### src/rtl/scc_symbol_pkg.sv
package scc_symbol_pkg;

	////////////////////////////////////////////////////////////
	// Lane geometry

	// Symbols per SERDES word, the frame rules assume four
	localparam int LANES = 4;

	// Data bits carried by one word
	localparam int WORD_BITS = 8 * LANES;

	// Wide enough for a byte count of 0 to LANES
	localparam int LANE_BITS = $clog2(LANES + 1);

	////////////////////////////////////////////////////////////
	// 8b10b control characters

	// K28.5 idle, always in lane 0
	localparam logic [7:0] IDLE_CODE = 8'hbc;

	// D character that follows the idle K in lane 1
	localparam logic [7:0] IDLE_DATA = 8'hb5;

	// K28.6 end of frame, legal in any lane inside a frame
	localparam logic [7:0] STOP_CODE = 8'hdc;

	// K30.7 link control packet, not handled on receive
	localparam logic [7:0] LLCP_CODE = 8'hfe;

endpackage

### src/rtl/scc_link_pkg.sv
package scc_link_pkg;

	////////////////////////////////////////////////////////////
	// Receive side of the SERDES

	// One word as delivered by the 8b10b decoder
	typedef struct packed {
		logic                                 valid;
		logic [scc_symbol_pkg::LANES-1:0]     kchar;
		logic [scc_symbol_pkg::WORD_BITS-1:0] data;
	} scc_serdes_word_t;

	////////////////////////////////////////////////////////////
	// Transaction layer and internal streams

	// Payload word, bytes right aligned, nvalid counts from lane 0
	typedef struct packed {
		logic                                 start;
		logic                                 valid;
		logic [scc_symbol_pkg::LANE_BITS-1:0] nvalid;
		logic [scc_symbol_pkg::WORD_BITS-1:0] data;
	} scc_ll_word_t;

	// Bytes for the CRC, len of them starting at lane 0
	typedef struct packed {
		logic                                 reset;
		logic [scc_symbol_pkg::LANE_BITS-1:0] len;
		logic [scc_symbol_pkg::WORD_BITS-1:0] data;
	} scc_crc_feed_t;

	// End of frame as seen by the parser
	typedef struct packed {
		logic       stop;
		logic       checksum_follows;
		logic [7:0] checksum;
		logic       malformed;
	} scc_frame_end_t;

	// Frame verdict, one cycle pulses
	typedef struct packed {
		logic commit;
		logic drop;
	} scc_frame_status_t;

endpackage

### src/rtl/scc_crc8_atm.sv
`timescale 1ns/100ps

module scc_crc8_atm (
	input  logic                          rx_clk,
	input  logic                          rst_n,
	input  scc_link_pkg::scc_crc_feed_t   feed,
	output logic [7:0]                    crc
);
	import scc_symbol_pkg::*;

	logic [7:0] crc_next;

	// One byte through x^8+x^2+x+1, MSB first
	function automatic logic [7:0] crc_byte(input logic [7:0] c, input logic [7:0] b);
		logic [7:0] r;
		r = c ^ b;
		for (int i = 0; i < 8; i++) begin
			r = r[7] ? ((r << 1) ^ 8'h07) : (r << 1);
		end
		return r;
	endfunction

	////////////////////////////////////////////////////////////
	// Byte serial update, lane 0 first

	always_comb begin
		// Restart happens before this cycle's bytes are taken
		crc_next = feed.reset ? 8'h00 : crc;
		for (int i = 0; i < LANES; i++) begin
			if (i < feed.len) begin
				crc_next = crc_byte(crc_next, feed.data[i*8 +: 8]);
			end
		end
	end

	// Holds when len is 0 and no restart
	always_ff @(posedge rx_clk or negedge rst_n) begin
		if (!rst_n) begin
			crc <= 8'h00;
		end else begin
			crc <= crc_next;
		end
	end

endmodule

### src/rtl/scc_frame_parser.sv
`timescale 1ns/100ps

module scc_frame_parser (
	input  logic                             rx_clk,
	input  logic                             rst_n,
	input  scc_link_pkg::scc_serdes_word_t   serdes,
	input  logic                             link_up,
	output scc_link_pkg::scc_ll_word_t       ll,
	output scc_link_pkg::scc_crc_feed_t      crc_feed,
	output scc_link_pkg::scc_frame_end_t     frame_end,
	output logic                             framing_error
);
	import scc_symbol_pkg::*;

	localparam int LANE_IDX = $clog2(LANES);

	// Frame open, and checksum word still to be skipped
	logic                 in_frame;
	logic                 skip_next;

	// Lowest K lane and the bytes around it
	logic [LANE_IDX-1:0]  k_lane;
	logic [7:0]           k_byte;
	logic [7:0]           after_k;
	logic [WORD_BITS-1:0] head_data;
	logic [7:0]           lane0;

	assign lane0 = serdes.data[7:0];

	////////////////////////////////////////////////////////////
	// Lowest K lane decode

	always_comb begin
		k_lane    = '0;
		k_byte    = serdes.data[7:0];
		after_k   = serdes.data[15:8];
		head_data = '0;
		// Walk down so the lowest set lane wins
		for (int i = LANES - 1; i >= 0; i--) begin
			if (serdes.kchar[i]) begin
				k_lane = LANE_IDX'(i);
			end
		end
		for (int i = 0; i < LANES; i++) begin
			// Payload sits below the stop symbol
			if (i < k_lane) begin
				head_data[i*8 +: 8] = serdes.data[i*8 +: 8];
			end
			if (i == k_lane) begin
				k_byte = serdes.data[i*8 +: 8];
			end
			// Checksum right above the stop, top lane has none
			if (i == k_lane && i < LANES - 1) begin
				after_k = serdes.data[((i + 1) % LANES)*8 +: 8];
			end
		end
	end

	////////////////////////////////////////////////////////////
	// Frame FSM and registered outputs

	always_ff @(posedge rx_clk or negedge rst_n) begin
		if (!rst_n) begin
			ll            <= '0;
			crc_feed      <= '0;
			frame_end     <= '0;
			framing_error <= 1'b0;
			in_frame      <= 1'b0;
			skip_next     <= 1'b0;
		end else begin
			// Pulses by default, CRC sees the raw word with len 0
			ll             <= '0;
			crc_feed.reset <= 1'b0;
			crc_feed.len   <= '0;
			crc_feed.data  <= serdes.data;
			frame_end      <= '0;
			framing_error  <= 1'b0;

			if (serdes.valid) begin
				if (skip_next) begin
					// Checksum word, taken by the checker
					skip_next <= 1'b0;
				end else if (in_frame) begin
					if (serdes.kchar == '0) begin
						ll.valid     <= 1'b1;
						ll.nvalid    <= LANE_BITS'(LANES);
						ll.data      <= serdes.data;
						crc_feed.len <= LANE_BITS'(LANES);
					end else begin
						// First K closes the frame either way
						in_frame <= 1'b0;
						if (k_byte == STOP_CODE) begin
							ll.valid      <= (k_lane != '0);
							ll.nvalid     <= LANE_BITS'(k_lane);
							ll.data       <= head_data;
							crc_feed.len  <= LANE_BITS'(k_lane);
							crc_feed.data <= head_data;
							frame_end.stop             <= (k_lane != LANE_IDX'(LANES - 1));
							frame_end.checksum_follows <= (k_lane == LANE_IDX'(LANES - 1));
							frame_end.checksum         <= after_k;
							skip_next                  <= (k_lane == LANE_IDX'(LANES - 1));
						end else begin
							frame_end.malformed <= 1'b1;
						end
					end
				end else if (link_up) begin
					if (serdes.kchar == 4'b0001) begin
						if (lane0 == STOP_CODE) begin
							// Stray end of frame
							framing_error <= 1'b1;
						end else if (lane0 != IDLE_CODE && lane0 != LLCP_CODE) begin
							// Start K, header and sequence go up as is
							ll.start       <= 1'b1;
							ll.valid       <= 1'b1;
							ll.nvalid      <= LANE_BITS'(LANES);
							ll.data        <= serdes.data;
							crc_feed.reset <= 1'b1;
							crc_feed.len   <= LANE_BITS'(2);
							crc_feed.data  <= WORD_BITS'(serdes.data[31:16]);
							in_frame       <= 1'b1;
						end
					end else if (serdes.kchar == 4'b1001) begin
						// Short ACK frame, one CRC byte, checksum next word
						ll.start       <= 1'b1;
						ll.valid       <= 1'b1;
						ll.nvalid      <= LANE_BITS'(3);
						ll.data        <= serdes.data;
						crc_feed.reset <= 1'b1;
						crc_feed.len   <= LANE_BITS'(1);
						crc_feed.data  <= WORD_BITS'(serdes.data[23:16]);
						frame_end.checksum_follows <= 1'b1;
						skip_next                  <= 1'b1;
					end else begin
						framing_error <= 1'b1;
					end
				end
			end
		end
	end

	// A payload word always carries between one and four bytes
	assert property (@(posedge rx_clk) disable iff (!rst_n)
		ll.valid |-> (ll.nvalid != '0 && ll.nvalid <= LANE_BITS'(LANES)));

endmodule

### src/rtl/scc_frame_check.sv
`timescale 1ns/100ps

module scc_frame_check (
	input  logic                              rx_clk,
	input  logic                              rst_n,
	input  scc_link_pkg::scc_serdes_word_t    serdes,
	input  scc_link_pkg::scc_crc_feed_t       crc_feed,
	input  scc_link_pkg::scc_frame_end_t      frame_end,
	output scc_link_pkg::scc_frame_status_t   status
);

	logic [7:0] crc;
	logic [7:0] expected;
	logic       follow_pending;
	logic       done;

	// Lane 0 of the last word, held one edge
	logic       lane0_valid_q;
	logic [7:0] lane0_q;
	logic       capture_follow;

	scc_crc8_atm i_crc (
		.rx_clk (rx_clk),
		.rst_n  (rst_n),
		.feed   (crc_feed),
		.crc    (crc)
	);

	// First valid word after a lane 3 stop or short frame
	assign capture_follow = follow_pending && lane0_valid_q;

	////////////////////////////////////////////////////////////
	// Checksum capture and verdict

	always_ff @(posedge rx_clk or negedge rst_n) begin
		if (!rst_n) begin
			lane0_valid_q  <= 1'b0;
			follow_pending <= 1'b0;
			done           <= 1'b0;
			status         <= '0;
		end else begin
			lane0_valid_q <= serdes.valid;
			if (frame_end.checksum_follows) begin
				follow_pending <= 1'b1;
			end else if (capture_follow) begin
				follow_pending <= 1'b0;
			end
			// CRC holds the last bytes by the time done is seen
			done          <= frame_end.stop || capture_follow;
			status.commit <= done && (crc == expected);
			// Malformed end skips the compare
			status.drop   <= (done && (crc != expected)) || frame_end.malformed;
		end
	end

	always_ff @(posedge rx_clk) begin
		lane0_q <= serdes.data[7:0];
		if (frame_end.stop) begin
			expected <= frame_end.checksum;
		end else if (capture_follow) begin
			expected <= lane0_q;
		end
	end

	// One verdict per frame, never both
	assert property (@(posedge rx_clk) disable iff (!rst_n)
		status.commit |-> !status.drop ##1 !status.commit);

endmodule

### src/rtl/scc_link_monitor.sv
`timescale 1ns/100ps

module scc_link_monitor #(
	parameter int IDLE_LOCK_COUNT = 256,
	parameter int ERROR_LIMIT     = 64
) (
	input  logic                            rx_clk,
	input  logic                            rst_n,
	input  scc_link_pkg::scc_serdes_word_t  serdes,
	input  logic                            framing_error,
	output logic                            link_up
);
	import scc_symbol_pkg::*;

	localparam int IDLE_W = $clog2(IDLE_LOCK_COUNT + 1);
	localparam int ERR_W  = $clog2(ERROR_LIMIT + 1);

	logic              is_idle;
	logic [IDLE_W-1:0] idle_count;
	logic [ERR_W-1:0]  error_count;

	// K28.5 D21.5 followed by two zero lanes
	assign is_idle = (serdes.kchar == 4'b0001) &&
		(serdes.data == WORD_BITS'({IDLE_DATA, IDLE_CODE}));

	////////////////////////////////////////////////////////////
	// Training and loss

	always_ff @(posedge rx_clk or negedge rst_n) begin
		if (!rst_n) begin
			idle_count  <= '0;
			error_count <= '0;
			link_up     <= 1'b0;
		end else if (!link_up) begin
			// Only an unbroken run of idles counts
			if (serdes.valid) begin
				if (!is_idle) begin
					idle_count <= '0;
				end else if (idle_count == IDLE_W'(IDLE_LOCK_COUNT - 1)) begin
					idle_count  <= '0;
					error_count <= '0;
					link_up     <= 1'b1;
				end else begin
					idle_count <= idle_count + 1'b1;
				end
			end
		end else begin
			if (framing_error) begin
				error_count <= error_count + 1'b1;
			end
			if (error_count >= ERR_W'(ERROR_LIMIT)) begin
				link_up <= 1'b0;
			end
		end
	end

	// Parser only flags errors on words seen with the link up
	assert property (@(posedge rx_clk) disable iff (!rst_n)
		framing_error |-> $past(link_up));

endmodule

### src/rtl/scc_link_rx.sv
`timescale 1ns/100ps

module scc_link_rx #(
	parameter int IDLE_LOCK_COUNT = 256,
	parameter int ERROR_LIMIT     = 64
) (
	input  logic                              rx_clk,
	input  logic                              rst_n,
	input  scc_link_pkg::scc_serdes_word_t    serdes,
	output scc_link_pkg::scc_ll_word_t        ll,
	output scc_link_pkg::scc_frame_status_t   status,
	output logic                              link_up
);
	import scc_link_pkg::*;

	// Parser to checker
	scc_crc_feed_t  crc_feed;
	scc_frame_end_t frame_end;

	// Parser to monitor
	logic           framing_error;

	////////////////////////////////////////////////////////////
	// Parser, checker and monitor chain

	scc_frame_parser i_parser (
		.rx_clk        (rx_clk),
		.rst_n         (rst_n),
		.serdes        (serdes),
		.link_up       (link_up),
		.ll            (ll),
		.crc_feed      (crc_feed),
		.frame_end     (frame_end),
		.framing_error (framing_error)
	);

	scc_frame_check i_check (
		.rx_clk    (rx_clk),
		.rst_n     (rst_n),
		.serdes    (serdes),
		.crc_feed  (crc_feed),
		.frame_end (frame_end),
		.status    (status)
	);

	scc_link_monitor #(
		.IDLE_LOCK_COUNT (IDLE_LOCK_COUNT),
		.ERROR_LIMIT     (ERROR_LIMIT)
	) i_monitor (
		.rx_clk        (rx_clk),
		.rst_n         (rst_n),
		.serdes        (serdes),
		.framing_error (framing_error),
		.link_up       (link_up)
	);

endmodule

### config.mk
export PLATFORM = sky130hd
export DESIGN_NAME = scc_link_rx
export DESIGN_NICKNAME = d
export VERILOG_FILES = /design/src/rtl/scc_symbol_pkg.sv /design/src/rtl/scc_link_pkg.sv /design/src/rtl/scc_crc8_atm.sv /design/src/rtl/scc_frame_parser.sv /design/src/rtl/scc_frame_check.sv /design/src/rtl/scc_link_monitor.sv /design/src/rtl/scc_link_rx.sv
export SDC_FILE = /design/constraint.sdc
export NUM_CORES = 1
export LEC_CHECK = 0
export BUFFER_PORTS_ARGS = -buffer_cell sky130_fd_sc_hd__buf_2
export CAP_MARGIN = 20
export CORE_MARGIN = 1
export CORE_UTILIZATION = 49
export DETAILED_ROUTE_END_ITERATION = 8
export MAX_ROUTING_LAYER = met4
export PLACE_DENSITY = 0.76
export SYNTH_ARGS = -nofsm -noshare
export SYNTH_HDL_FRONTEND = slang
export SYNTH_HIERARCHICAL = 1
export SYNTH_SLANG_ARGS = --single-unit
### constraint.sdc
create_clock -name rx_clk -period 4.6 [get_ports rx_clk]
set_input_delay 0.92 -clock rx_clk [delete_from_list [all_inputs] [get_ports rx_clk]]
set_output_delay 0.92 -clock rx_clk [all_outputs]
set_load 0.05 [all_outputs]
==> run summary <==
Outcome - finished, final reports clean
Clock sink total - 131
Critical Path RT - 4.89 ns
Hold WS - 0.431 ns
IR drop worst, VDD - 0.204 mV
Ports - 79
Worst Tran Pin Value - 1.03 ns
Post-synthesis sequential area ratio - 40.8%
Clock H-tree levels - 4
Post-route clock period utilization - 94.0%
Gr ovfl total - 0
Vias per inst - 5.90
DRT Pass-1 Iters - 5
Area grow syn2layout - 14.4%
Max Cap Viol - 0
Total CTS buffers - 17
Final Max Slew Viols - 0
Total GRT Usage - 27.5%
Die Y - 130 µm
Max-slew headroom - 30.4%
Crit path DAT - 4.61 ns
Max incr delay on CP - 0.55 ns
Post-layout power - 2.96 mW
Post-route design area - 9190 µm²
Buffer depth of the longest clock path - 2
FMAX - 231 MHz
Number of enable flip-flop cells after synthesis - 8
M3 GR Usage - 5.41%
GPL Wtd Cong - 0.955
Clock skew - 0.00736 ns
Initial DRC count - 551
First-pass GRT wire length - 33.3 mm
Lkg Pwr - 4.30 nW
Main synth FF type - dfrtp_1
IO buf count - 78
CP max FO - 12
Post-Syn Nets - 824
Hold crit path type - reg2reg
Async S/R FF share, synth - 87.8%
Endpoints failing setup - 0
Critical path, cell by cell - and2b_1 -> xnor3_1 -> mux2i_1 -> a221o_1 -> xor2_1 -> mux2i_1 -> xor2_1 -> xnor3_1 -> mux2i_1 -> xnor2_1 -> xnor2_1 -> xnor2_1 -> nand2_1 -> xnor2_1
RSZ-0062 raised after global routing - no
Die X - 130 µm
Row count - 46
Core ar. - 15900 µm²
Avg Cell Area, Syn - 10.3 µm²
Detail Route Antenna Nets - 0
DRC violations left - 0
CP Capture Type - flop
Clk_lat worst skew - 0.42 ns
Via count - 6347
Largest net degree at the start of global routing - 40
PD cells - 323 nW/µm²
Worst path most repeated cell - xnor2_1
WL final - 21.2 mm
Starting Density - 50.4%
Buffers & Inverters on Critical Path - 0
Vias in the first global route - 6104
CP top delay family - XOR/XNOR gates
Nets - 886
Min Clock Period, post-route - 4.32 ns
Worst reg2reg path depth - 14
Detailed Place HPWL - 15.5 mm
DP Area - 8540 µm²
Crit path max-delay cell type - dfrtp_1
Setup Buffers After CTS - 0
WL/cell - 19.8 µm
CP startpoint kind - flop
Synth Register Bits - 131
Clk pin slew, worst setup/hold paths - 0.06 ns
Hold Vio Cnt, Final - 0
Die Footprint - 16900 µm²
GRT met1 Usage - 34.9%
Clk root buf - clkbuf_16
Cells after synthesis - 783
Setup TNS Final - 0 ns
Commonest non-fill, non-tap cell in the layout - dfrtp_1
Layout cell share with drive strength beyond 1 - 18.8%
Crit Path Class - reg2reg
Netlist Area Pre-Place - 8030 µm²
Crit path depth - 14
Commonest non-fill, non-tap cells in the layout - dfrtp_1, buf_2, xnor2_1, nand2_1, nor2_1
Syn. warnings - 6
Met2 usage - 43.3%
GRT Max-Usage Layer - met2
Hold path depth - 1
Distinct cells, synth - 92
CTS tree - built
Initial antenna violation count - 1
sequential cells by signal, indices dropped and copies added, names as in the netlist:
| register | flops |
|---|---|
| i_check/done | 1 |
| i_check/expected | 8 |
| i_check/follow_pending | 1 |
| i_check/i_crc/crc | 8 |
| i_check/lane0_q | 8 |
| i_check/lane0_valid_q | 1 |
| i_check/status | 2 |
| i_monitor/error_count | 7 |
| i_monitor/idle_count | 9 |
| i_monitor/link_up | 1 |
| i_parser/crc_feed | 36 |
| i_parser/frame_end | 11 |
| i_parser/framing_error | 1 |
| i_parser/in_frame | 1 |
| i_parser/ll | 35 |
| i_parser/skip_next | 1 |
metal layers:
| metal | up-vias | wire length (µm) |
|---|---|---|
| met5 | - | 0 |
| met3 | 44 | 1410 |
| met2 | 297 | 10500 |
| met1 | 3093 | 8790 |
| li1 | 2913 | - |
| met4 | 0 | 547 |
layout make-up:
cell class | count | area (µm²)
fillers | 1364 | 6760
multi-input cells | 590 | 4470
flip-flops and latches | 131 | 3280
repair buffers | 87 | 460
clock buffers | 20 | 457
well taps | 216 | 270
clock inverters | 12 | 179
inverters | 18 | 67.6
diodes | 1 | 2.50
report_power, final:
group          total, mW  switching, mW  internal (mW)
clock network       1.45          0.507          0.938
registers           1.20         0.0173           1.18
logic              0.322          0.182          0.139
total               2.96          0.707           2.26
stage by stage:
step / util (%) / instances / worst slack [ns]
final: 57.6 / 1075 / 0.277
after global placement: 53.6 / 1042 / 0.430
after global routing: 57.6 / 1075 / 0.0453
after CTS: 57.6 / 1074 / 0.152
after floorplan: - / 783 / 0.739
after detailed placement: 53.6 / 1042 / 0.166
kinds of logic after synthesis:
kind of cell / count (synthesis) / share of synthesized area, %
AOI/OAI and AO/OA: 147 / 13.1
xor gates and xnor gates: 135 / 19.3
adders and majority gates: 2 / 0.312
buffers and inverters: 62 / 3.58
DFF: 131 / 40.8
muxes: 23 / 3.18
and+or+nand+nor: 283 / 19.7
cells in the mapped netlist, types with 14 or more instances:
| cell type | instances | area [µm²] |
|---|---|---|
| a21oi_1 | 19 | 95.1 |
| xor2_1 | 40 | 350 |
| o21ai_0 | 26 | 130 |
| nor3_1 | 18 | 90.1 |
| xnor2_1 | 67 | 587 |
| nand2_1 | 66 | 248 |
| clkbuf_1 | 20 | 75.1 |
| xnor3_1 | 18 | 405 |
| dfrtp_1 | 115 | 2880 |
| inv_1 | 18 | 67.6 |
| buf_2 | 14 | 70.1 |
| and3_1 | 33 | 206 |
| nor2_1 | 51 | 191 |
| nand3_1 | 15 | 75.1 |
path summary, 6_finish.rpt:
| kind | start | endpoint | slack, ns |
|---|---|---|---|
| max | i_parser/crc_feed[35] | i_check/i_crc/crc[4] | 0.28 |
| min | i_parser/frame_end[0] | i_check/status[0] | 0.43 |
| max reg2reg | i_parser/crc_feed[35] | i_check/i_crc/crc[4] | 0.28 |
| min reg2reg | i_parser/frame_end[0] | i_check/status[0] | 0.43 |
| max in group asynchronous | rst_n | i_check/i_crc/crc[4] | 3.25 |
| min in group asynchronous | rst_n | i_monitor/error_count[0] | 0.46 |
what timing repair did:
item	4_1_cts	5_1_grt
resized for setup	0	1
hold buffers	0	0
endpoints found under the setup margin	0	3
Power figures use the tool's default switching activity.
